### src/common/cmd_link_pkg.sv
// Command link package: lane word, host command, event and frame constants
`default_nettype none

package cmd_link_pkg;

   // ----------------------------------------------------------------------
   // Stream payloads
   // ----------------------------------------------------------------------

   // One transceiver lane word
   typedef struct packed {
      logic [15:0] data;
      logic [1:0]  ctrl;     // 00 data, 01 comma
   } lnk_word_t;

   // Host command into the framer
   typedef struct packed {
      logic [15:0] opcode;
      logic [15:0] param;
   } cmd_req_t;

   // Decoded command out of the parser
   typedef struct packed {
      logic [1:0]  cmd_type;
      logic [15:0] param;
   } cmd_evt_t;

   // ----------------------------------------------------------------------
   // Sizes
   // ----------------------------------------------------------------------

   // Entries in the receive elastic buffer
   localparam int LNK_FIFO_DEPTH = 8;

   // ----------------------------------------------------------------------
   // Frame constants
   // ----------------------------------------------------------------------

   // Idle/delimiter word, sent with comma ctrl code
   localparam logic [15:0] COMMA_WORD = 16'h02BC;
   // Start marker pair
   localparam logic [15:0] SOF_WORD0  = 16'h2410;
   localparam logic [15:0] SOF_WORD1  = 16'h1984;
   // End marker pair
   localparam logic [15:0] EOF_WORD0  = 16'hDBEF;
   localparam logic [15:0] EOF_WORD1  = 16'hE67B;

   // Ctrl codes
   localparam logic [1:0]  CTRL_DATA  = 2'b00;
   localparam logic [1:0]  CTRL_COMMA = 2'b01;

   // Parameter values with a dedicated command type
   localparam logic [15:0] PARAM_TYPE0 = 16'h0000;
   localparam logic [15:0] PARAM_TYPE1 = 16'h0001;
   localparam logic [15:0] PARAM_TYPE2 = 16'hAAAA;

   // Only this opcode carries a command
   localparam logic [15:0] CMD_OPCODE = 16'h0000;

endpackage

`default_nettype wire

### src/cmd_frame/cmd_frame_tx.sv
// Command framer: turns one host command into a nine-word lane frame
`timescale 1ns/1ps
`default_nettype none

module cmd_frame_tx (
   input  logic                    clk,
   input  logic                    rst_n,
   // Host command stream
   input  logic                    cmd_valid,
   output logic                    cmd_ready,
   input  cmd_link_pkg::cmd_req_t  cmd,
   // Lane word stream
   output logic                    link_out_valid,
   input  logic                    link_out_ready,
   output cmd_link_pkg::lnk_word_t link_out
);
   import cmd_link_pkg::*;

   // Frame in progress
   logic        busy;
   // Word position 0..8 inside the frame
   logic [3:0]  word_idx;
   // Captured command and its checksum
   logic [15:0] opcode_q;
   logic [15:0] param_q;
   logic [15:0] csum_q;
   logic        cmd_take;
   logic        word_take;

   assign cmd_take  = cmd_valid && cmd_ready;
   assign word_take = link_out_valid && link_out_ready;

   // Words are offered for as long as a frame is open
   assign link_out_valid = busy;

   // ----------------------------------------------------------------------
   // Control
   // ----------------------------------------------------------------------
   always_ff @(posedge clk or negedge rst_n)
   begin
      if (!rst_n)
      begin
         busy      <= 1'b0;
         cmd_ready <= 1'b0;
         word_idx  <= 4'd0;
      end
      else if (cmd_take)
      begin
         busy      <= 1'b1;
         cmd_ready <= 1'b0;
         word_idx  <= 4'd0;
      end
      else if (word_take)
      begin
         // Last word is the closing comma
         if (word_idx == 4'd8)
         begin
            busy      <= 1'b0;
            cmd_ready <= 1'b1;
         end
         else
            word_idx <= word_idx + 4'd1;
      end
      else if (!busy)
         cmd_ready <= 1'b1;   // first idle cycle out of reset
   end

   // Command capture, sum of opcode and parameter mod 2^16
   always_ff @(posedge clk)
   begin
      if (cmd_take)
      begin
         opcode_q <= cmd.opcode;
         param_q  <= cmd.param;
         csum_q   <= cmd.opcode + cmd.param;
      end
   end

   // ----------------------------------------------------------------------
   // Word select
   // ----------------------------------------------------------------------
   always_comb
   begin
      link_out.ctrl = CTRL_DATA;
      case (word_idx)
         4'd0:    link_out.data = COMMA_WORD;
         4'd1:    link_out.data = SOF_WORD0;
         4'd2:    link_out.data = SOF_WORD1;
         4'd3:    link_out.data = opcode_q;
         4'd4:    link_out.data = param_q;
         4'd5:    link_out.data = csum_q;
         4'd6:    link_out.data = EOF_WORD0;
         4'd7:    link_out.data = EOF_WORD1;
         default: link_out.data = COMMA_WORD;
      endcase
      // Both frame ends are commas
      if (word_idx == 4'd0 || word_idx == 4'd8)
         link_out.ctrl = CTRL_COMMA;
   end

endmodule

`default_nettype wire

### src/cmd_frame/cmd_frame_rx.sv
// Frame parser: hunts for frames, checks checksum and trailer, decodes commands
`timescale 1ns/1ps
`default_nettype none

module cmd_frame_rx (
   input  logic                    clk,
   input  logic                    rst_n,
   // Lane words from the buffer
   input  logic                    in_valid,
   output logic                    in_ready,
   input  cmd_link_pkg::lnk_word_t in_word,
   // Decoded commands
   output logic                    cmd_valid,
   input  logic                    cmd_ready,
   output cmd_link_pkg::cmd_evt_t  cmd_evt,
   // Bad checksum or trailer
   output logic                    frame_err
);
   import cmd_link_pkg::*;

   typedef enum logic {ST_HUNT, ST_BODY} rx_state_t;

   rx_state_t   state;
   // Last two accepted words, hist1 the newer
   lnk_word_t   hist1;
   lnk_word_t   hist2;
   // Body word 0..5 after the start markers
   logic [2:0]  body_cnt;
   // Any body word so far out of place
   logic        bad_q;
   logic [15:0] opcode_q;
   logic [15:0] param_q;
   logic [15:0] csum_q;
   logic        take;
   logic        sof_seen;
   logic        word_bad;
   logic        close_now;
   logic        frame_ok;
   logic [15:0] csum_calc;
   logic [1:0]  type_dec;

   // Stall the buffer while an event waits
   assign in_ready = !cmd_valid;
   assign take     = in_valid && in_ready;

   // Comma, 2410, 1984 over three accepted words
   assign sof_seen = (hist2.ctrl == CTRL_COMMA) && (hist2.data == COMMA_WORD) &&
                     (hist1.ctrl == CTRL_DATA)  && (hist1.data == SOF_WORD0)  &&
                     (in_word.ctrl == CTRL_DATA) && (in_word.data == SOF_WORD1);

   // ----------------------------------------------------------------------
   // Body word checks
   // ----------------------------------------------------------------------
   always_comb
   begin
      case (body_cnt)
         3'd0, 3'd1, 3'd2: word_bad = (in_word.ctrl != CTRL_DATA);
         3'd3:    word_bad = (in_word.data != EOF_WORD0) || (in_word.ctrl != CTRL_DATA);
         3'd4:    word_bad = (in_word.data != EOF_WORD1) || (in_word.ctrl != CTRL_DATA);
         default: word_bad = (in_word.data != COMMA_WORD) || (in_word.ctrl != CTRL_COMMA);
      endcase
   end

   assign close_now = take && (state == ST_BODY) && (body_cnt == 3'd5);
   assign csum_calc = opcode_q + param_q;
   assign frame_ok  = !bad_q && !word_bad && (csum_calc == csum_q);

   // Command type from parameter
   always_comb
   begin
      case (param_q)
         PARAM_TYPE0: type_dec = 2'd0;
         PARAM_TYPE1: type_dec = 2'd1;
         PARAM_TYPE2: type_dec = 2'd2;
         default:     type_dec = 2'd3;
      endcase
   end

   // ----------------------------------------------------------------------
   // Word history, shifts on every accepted word
   // ----------------------------------------------------------------------
   always_ff @(posedge clk or negedge rst_n)
   begin
      if (!rst_n)
      begin
         hist1 <= '0;
         hist2 <= '0;
      end
      else if (take)
      begin
         hist2 <= hist1;
         hist1 <= in_word;   // closing comma can open the next frame
      end
   end

   // ----------------------------------------------------------------------
   // Frame FSM and outputs
   // ----------------------------------------------------------------------
   always_ff @(posedge clk or negedge rst_n)
   begin
      if (!rst_n)
      begin
         state     <= ST_HUNT;
         body_cnt  <= 3'd0;
         bad_q     <= 1'b0;
         cmd_valid <= 1'b0;
         frame_err <= 1'b0;
      end
      else
      begin
         // Single-cycle pulse
         frame_err <= 1'b0;
         if (cmd_valid && cmd_ready)
            cmd_valid <= 1'b0;
         if (take)
         begin
            case (state)
               ST_HUNT:
               begin
                  if (sof_seen)
                  begin
                     state    <= ST_BODY;
                     body_cnt <= 3'd0;
                     bad_q    <= 1'b0;
                  end
               end
               default:
               begin
                  bad_q <= bad_q | word_bad;
                  if (body_cnt == 3'd5)
                  begin
                     state <= ST_HUNT;
                     if (!frame_ok)
                        frame_err <= 1'b1;
                     else if (opcode_q == CMD_OPCODE)
                        cmd_valid <= 1'b1;
                     // Other opcodes dropped without notice
                  end
                  else
                     body_cnt <= body_cnt + 3'd1;
               end
            endcase
         end
      end
   end

   // Payload latches
   always_ff @(posedge clk)
   begin
      if (take && (state == ST_BODY))
      begin
         case (body_cnt)
            3'd0:    opcode_q <= in_word.data;
            3'd1:    param_q  <= in_word.data;
            3'd2:    csum_q   <= in_word.data;
            default: ;
         endcase
      end
      if (close_now)
      begin
         cmd_evt.cmd_type <= type_dec;
         cmd_evt.param    <= param_q;
      end
   end

endmodule

`default_nettype wire

### src/verilog/lnk_word_fifo.sv
// Lane word elastic buffer between the link input and the frame parser
`timescale 1ns/1ps
`default_nettype none

module lnk_word_fifo (
   input  logic                    clk,
   input  logic                    rst_n,
   input  logic                    in_valid,
   output logic                    in_ready,
   input  cmd_link_pkg::lnk_word_t in_word,
   output logic                    out_valid,
   input  logic                    out_ready,
   output cmd_link_pkg::lnk_word_t out_word
);
   import cmd_link_pkg::*;

   // Word storage
   lnk_word_t                              mem [LNK_FIFO_DEPTH];
   logic [$clog2(LNK_FIFO_DEPTH)-1:0]      wr_ptr;
   logic [$clog2(LNK_FIFO_DEPTH)-1:0]      rd_ptr;
   // Occupancy 0..depth
   logic [$clog2(LNK_FIFO_DEPTH + 1)-1:0]  count;
   logic                                   full;
   logic                                   wr_en;
   logic                                   rd_en;

   assign full      = (count == LNK_FIFO_DEPTH);
   assign out_valid = (count != '0);
   // Full buffer still takes a word when one leaves
   assign in_ready  = !full || out_ready;
   assign wr_en     = in_valid && in_ready;
   assign rd_en     = out_valid && out_ready;
   assign out_word  = mem[rd_ptr];

   always_ff @(posedge clk)
   begin
      if (wr_en)
         mem[wr_ptr] <= in_word;
   end

   // Pointers and occupancy
   always_ff @(posedge clk or negedge rst_n)
   begin
      if (!rst_n)
      begin
         wr_ptr <= '0;
         rd_ptr <= '0;
         count  <= '0;
      end
      else
      begin
         if (wr_en)
            wr_ptr <= (wr_ptr == LNK_FIFO_DEPTH - 1) ? '0 : wr_ptr + 1'b1;
         if (rd_en)
            rd_ptr <= (rd_ptr == LNK_FIFO_DEPTH - 1) ? '0 : rd_ptr + 1'b1;
         case ({wr_en, rd_en})
            2'b10:   count <= count + 1'b1;
            2'b01:   count <= count - 1'b1;
            default: ;   // both or neither, level unchanged
         endcase
      end
   end

endmodule

`default_nettype wire

### src/verilog/cmd_link_top.sv
// Command link endpoint: transmit framer beside a buffered receive parser
`timescale 1ns/1ps
`default_nettype none

module cmd_link_top (
   input  logic                    clk,
   input  logic                    rst_n,
   // Host commands to frame
   input  logic                    cmd_req_valid,
   output logic                    cmd_req_ready,
   input  cmd_link_pkg::cmd_req_t  cmd_req,
   // Lane transmit words
   output logic                    link_out_valid,
   input  logic                    link_out_ready,
   output cmd_link_pkg::lnk_word_t link_out,
   // Lane receive words
   input  logic                    link_in_valid,
   output logic                    link_in_ready,
   input  cmd_link_pkg::lnk_word_t link_in,
   // Decoded commands and frame errors
   output logic                    cmd_valid,
   input  logic                    cmd_ready,
   output cmd_link_pkg::cmd_evt_t  cmd_evt,
   output logic                    frame_err
);
   import cmd_link_pkg::*;

   // Buffer to parser stream
   logic      fifo_valid;
   logic      fifo_ready;
   lnk_word_t fifo_word;

   // ----------------------------------------------------------------------
   // Transmit side
   // ----------------------------------------------------------------------
   cmd_frame_tx u_tx (
      .clk            (clk),
      .rst_n          (rst_n),
      .cmd_valid      (cmd_req_valid),
      .cmd_ready      (cmd_req_ready),
      .cmd            (cmd_req),
      .link_out_valid (link_out_valid),
      .link_out_ready (link_out_ready),
      .link_out       (link_out)
   );

   // ----------------------------------------------------------------------
   // Receive side
   // ----------------------------------------------------------------------
   lnk_word_fifo u_fifo (
      .clk       (clk),
      .rst_n     (rst_n),
      .in_valid  (link_in_valid),
      .in_ready  (link_in_ready),
      .in_word   (link_in),
      .out_valid (fifo_valid),
      .out_ready (fifo_ready),
      .out_word  (fifo_word)
   );

   cmd_frame_rx u_rx (
      .clk       (clk),
      .rst_n     (rst_n),
      .in_valid  (fifo_valid),
      .in_ready  (fifo_ready),
      .in_word   (fifo_word),
      .cmd_valid (cmd_valid),
      .cmd_ready (cmd_ready),
      .cmd_evt   (cmd_evt),
      .frame_err (frame_err)
   );

endmodule

`default_nettype wire

### config.mk
export PLATFORM = sky130hd
export DESIGN_NAME = cmd_link_top
export DESIGN_NICKNAME = d
export VERILOG_FILES = /design/src/common/cmd_link_pkg.sv /design/src/cmd_frame/cmd_frame_tx.sv /design/src/cmd_frame/cmd_frame_rx.sv /design/src/verilog/lnk_word_fifo.sv /design/src/verilog/cmd_link_top.sv
export SDC_FILE = /design/constraint.sdc
export NUM_CORES = 1
export LEC_CHECK = 0
export BUFFER_PORTS_ARGS = -buffer_cell sky130_fd_sc_hd__buf_2
export CAP_MARGIN = 20
export CORE_UTILIZATION = 50
export DETAILED_ROUTE_END_ITERATION = 10
export GPL_TIMING_DRIVEN = 1
export PLACE_DENSITY = 0.7
export SYNTH_ARGS = -nofsm -noshare
export SYNTH_HDL_FRONTEND = slang
export SYNTH_SLANG_ARGS = --single-unit
### constraint.sdc
create_clock -name clk -period 3 [get_ports clk]
set_input_delay 0.3 -clock clk [delete_from_list [all_inputs] [get_ports clk]]
set_output_delay 0.3 -clock clk [all_outputs]
set_load 0.02 [all_outputs]
Word-level counts from Yosys, hierarchy flattened
Memories as Yosys holds them, arrays and structs flattened.
Cells that the tools add are included.
Operators by class
  reduce and logical (&&, ||, !) cells: 44
  $add $sub $neg: 8
  bitwise gates (word level): 1
  eq/ne operators: 33
  muxes and demuxes: 37
Operators by type and width (count)
  $pmux W16 S7: 1
  $add A16 B16 Y16: 2
  $logic_not A16 Y1: 2
  $ne A16 B16 Y1 const B: 2
  $mux W1: 25
  $eq A16 B1 Y1 const B: 1
  $eq A16 B10 Y1 const B: 1
  $eq A16 B13 Y1 const B: 1
  $eq A16 B14 Y1 const B: 1
  $eq A16 B16 Y1: 1
  $eq A16 B16 Y1 const B: 1
  $eq A4 B3 Y1 const B: 4
  $ne A16 B10 Y1 const B: 1
  $mux W3: 5
  $logic_and A1 B1 Y1: 14
  $reduce_and A2 Y1: 7
  $eq A3 B3 Y1 const B: 4
  $mux W4: 3
  $reduce_bool A2 Y1: 5
  $add A3 B1 Y3 const B: 3
  $add A4 B1 Y4 const B: 2
  $eq A4 B2 Y1 const B: 2
  $eq A4 B4 Y1 const B: 2
  $pmux W4 S2: 1
  21 further kinds: 32
Word-level totals
  output and inout port bits: 41
  register bits after elaboration: 173
  bits in writable memories: 144
  bits of input ports: 56
  memories: 1
Memories
  u_fifo.mem: words 8, bits a word 18, read ports 1, clocked after memory_dff 0, wr ports 1, line lnk_word_fifo.sv:18  | lnk_word_t mem [LNK_FIFO_DEPTH];

Logic depth before layout (Yosys ltp)
An unclocked memory read counts as a cell.
  depth after elaboration: 11
  depth in mapped cells: 13
  mapped depth without buffers: 11

Modules after synthesis
A second synthesis with hierarchy kept.
Second synthesis, totals
  cell total of the unflattened synthesis: 888
  area total of the unflattened synthesis: 14159.8 µm²
By module, submodules not included
  lnk_word_fifo: cells each 276, instances 1, area an instance 6232.2 µm²
  cmd_frame_rx: cells each 366, instances 1, area an instance 5017.3 µm²
  cmd_frame_tx: cells each 246, instances 1, area an instance 2910.3 µm²

Worst setup path after synthesis
Ideal clock, no wire load.
  path kind: reg-to-reg
  start: reg u_rx.cmd_valid
  end: mem u_fifo.mem[0][0] in the netlist's numbering, enable pin
  path buffers: 0
  cell stages (with the launch flop): 4
  data arrival time: 2737 ps
  period minus slack after synthesis: 3176 ps
  setup time: 439 ps
  setup slack: -176 ps
  path through: dfrtp_1 nand3_1 nand2_1 nor4_1
Between the ends
  longest elaborated chain between the ends: 5
RTL lines
  start: declaration: line cmd_frame_rx.sv:13  | output logic cmd_valid,
  start signal: assignment: line cmd_frame_rx.sv:106  | cmd_valid <= 1'b0;
  start signal: assignment: line cmd_frame_rx.sv:114  | cmd_valid <= 1'b0;
  start signal: assignment: line cmd_frame_rx.sv:136  | cmd_valid <= 1'b1;
  $logic_not A1 Y1: line cmd_frame_rx.sv:43  | assign in_ready = !cmd_valid;
  $logic_or A1 B1 Y1: line lnk_word_fifo.sv:30  | assign in_ready = !full || out_ready;
  via link_in_ready: line cmd_link_top.sv:18  | output logic link_in_ready,
  $logic_and A1 B1 Y1: line lnk_word_fifo.sv:31  | assign wr_en = in_valid && in_ready;
  $mux W1: line lnk_word_fifo.sv:37  | if (wr_en)
  $mux W1 (not written as such): line lnk_word_fifo.sv:38  | mem[wr_ptr] <= in_word;
  end: declaration: line lnk_word_fifo.sv:18
The timed path passes the listed nets, and every way through them passes these cells.

==> impl_metrics.tcl <==
set metrics [dict create \
    outcome "complete, no violations" \
    hold_viol_final 0 \
    finalSetupViolCount 0 \
    p_seq_share_pct 39.6 \
    multi_input_area_um2 5180 \
    synth_top_area_share_pct 53.1 \
    drv_slew 0 \
    ctsHtreeMaxLevel 2 \
    grt_max_degree 53 \
    clk_pin_slew_ns 0.06 \
    grt_pass1_wl_um 52300 \
    final_common_cell "edfxtp_1" \
    hp-class "in -> reg" \
    power_frac_clock_pct 25.7 \
    start_util_pct 50.9 \
    start_kind "flop" \
    cts_buffer_depth 3 \
    wl_um 33600 \
    grt.total_usage_pct 22.4 \
    cts_tree "yes" \
    stdcell_count 1680 \
    ys_seq_elements 317 \
    io_buffers 95 \
    cts.sinks 317 \
    max_slew_margin_pct 55.0 \
    overflow 0 \
    pwr_density_cell_nw_per_um2 890 \
    p_sw_share_pct 34.1 \
    cp-end-kind "flop" \
    yosysSeqAreaShare_pct 63.2 \
    die_x_um 173 \
    worstSetupPathType "reg -> reg" \
    critPathArrivalTime_ns 3.34 \
    syn_inst 1077 \
    synthDistinctLibCells 78 \
    syn_avg_cell_area_um2 13.6 \
    hpwl_um 23400 \
    final_cell_mix "edfxtp_1, nand2_1, buf_2" \
    nets 1373 \
    drive_gt1_share_pct 21.7 \
    fin_crit_ns 2.95 \
    cts_root_buf "clkbuf_16" \
    core_um2 28700 \
    syn_to_final_growth_pct 19.3 \
    grt_pass1_vias 9496 \
    synth-main-ff-cell "edfxtp_1" \
    hold_slack_ns 0.0230 \
    finalClockSkew_ns 0.0201 \
    worstPathRequired_ns 3.39 \
    leakagePower_uw 0.00657 \
    clock_latency_ns 0.51 \
    tightest_slew_ns 0.676 \
    io_pins 97 \
    fillers 2221 \
    dp.cells 1570 \
    dr.pass1.iters 5 \
    via_per_inst 5.72 \
    synth_top_area_cell "edfxtp_1" \
    async_reset_ff_share_pct 18.6 \
    place_congestion 0.884 \
    wire_per_inst_um 20.0 \
    peakVddDrop_v 0.000613 \
    grt_setup_unrepaired "true" \
    fmax_ghz 0.339 \
    syn_nets 1181 \
    worstPathMaxFanout 16 \
    die_area_um2 29900 \
    num_vias 9609 \
    p_total_uw 15500 \
    syn_area_um2 14600 \
    drt_iter0_drc 963 \
    synth_edf_count 258 \
    p_switching_uw 5290 \
    route.detailed.drc 0 \
    ys_top_cells_by_area "edfxtp_1, dfrtp_1, ha_1, nand2_1, mux4_2" \
    yosysWarnings 0 \
    pwr-share-comb_pct 34.7 \
    die_y_um 173 \
    seq_area_um2 9230 \
    numCtsBuffers 34 \
    rows 62 \
    intPower_uw 10200 \
    finalCritPeriodShare_pct 98.3 \
    antenna_found_initial 3 \
    cap_viol_max_count 0 \
    ant_nets 0 \
]
==> metal layers <==
| metal | track usage [%] | part of all wire, % | vias up |
|---|---|---|---|
| met3 | 3.25 | 6.0 | 65 |
| met2 | 37.4 | 49 | 326 |
| met4 | 5.64 | 2.2 | 0 |
| li1 | - | - | 4510 |
| met5 | 0 | 0 | - |
| met1 | 31.0 | 43 | 4708 |
==> synthesized netlist by cell type, drive strengths merged (6+ instances only) <==
library cell  number
nand4             13
mux2i             30
a22o               9
nor4b             12
inv               31
xnor2             28
nor4              19
or3                7
o211ai             6
xor2              13
nor2b             12
o31ai              6
mux4              21
nand2b            11
dfrtp             59
nand2            136
a22oi              8
nand3             23
o21ai             38
nor2              39
nor3              32
mux2              25
buf               19
ha                45
and2              16
a221o              8
a21o              16
edfxtp           258
clkbuf            19
a21oi             33
==> flip-flops by register name, summed over array words and instances, names as in the netlist, 4 cells and up <==
signal / cells
u_fifo.count: 4
u_fifo.mem: 144
u_rx.cmd_evt: 18
u_rx.csum_q: 16
u_rx.hist1: 18
u_rx.hist2: 18
u_rx.opcode_q: 16
u_rx.param_q: 16
u_tx.csum_q: 16
u_tx.opcode_q: 16
u_tx.param_q: 16
u_tx.word_idx: 4
==> worst max-delay path, cell delays in order, from the launching register on <==
cell       delay (ns)
dfrtp_2          0.44
buf_4            0.14
buf_4            0.21
mux4_2           0.33
mux2i_1          0.20
buf_4            0.16
inv_2            0.03
buf_4            0.15
and2_1           0.14
o21bai_1         0.22
a2111oi_4        0.10
o31ai_2          0.43
nor4_4           0.09
a22o_1           0.19
==> layout make-up <==
cell class | count | area share [%]
sequential | 317 | 53.0
multi-input combinational | 691 | 29.7
timing repair buffer | 194 | 7.72
clock buffer | 45 | 5.42
tap | 384 | 2.76
clock inverter | 15 | 0.668
inverter | 31 | 0.668
antenna | 3 | 0.0431
==> logic make-up (layout without fill, tap and decap cells) <==
logic type      after synthesis  after routing  synth area share [%]
simple gates                349            349                  12.2
fa+ha+maj                    48             48                  4.27
compound gates              176            176                  8.42
flops                       317            317                  63.2
buf+inv                      69            285                  2.21
mux                          76             76                  7.25
other cells                   1              4                0.0257
xor+xnor                     41             41                  2.46
==> power by group through the flow <==
stage	combinational (uW)	sequential (uW)	clock, uW
final	5390	6140	3980
after global routing	5820	6210	4210
after CTS	5090	6160	4040
after detailed placement	5030	6240	0
after global placement	4940	6210	0
after floorplan	3430	6060	0
==> repair_timing <==
| action | in CTS | in global routing |
|---|---|---|
| gates cloned | 0 | 1 |
| pin swaps | 0 | 11 |
| hold buffers | 31 | 2 |
| endpoints found under the setup margin | 1 | 3 |
| hold endpoints to repair | 37 | 2 |
| gates resized for setup | 1 | 20 |
| setup buffers | 0 | 14 |
==> through the flow <==
stage	area (um2)	setup TNS, ns	setup slack [ns]	utilization, %
final	17400	0	0.0513	60.7
after CTS	17200	0	0.0179	59.8
after global placement	15800	0	0.0493	55.0
after global routing	17400	-0.107	-0.0801	60.7
after floorplan	14600	0	0.245	-
after detailed placement	15800	-0.0190	-0.0190	55.0
==> worst paths after layout <==
kind	startpoint	endpoint	slack (ns)	cells after the start
max	u_fifo.rd_ptr[2]	u_rx.cmd_valid	0.05	13
min	cmd_req[16]	u_tx.opcode_q[0]	0.02	1
max reg2reg	u_fifo.rd_ptr[2]	u_rx.cmd_valid	0.05	13
min reg2reg	u_rx.hist2[7]	u_rx.hist2[7]	0.47	2
max in group asynchronous	rst_n	u_rx.hist1[6]	1.85	3
min in group asynchronous	rst_n	u_fifo.rd_ptr[2]	0.21	2
Note: power is estimated with default switching activity, not from simulation.
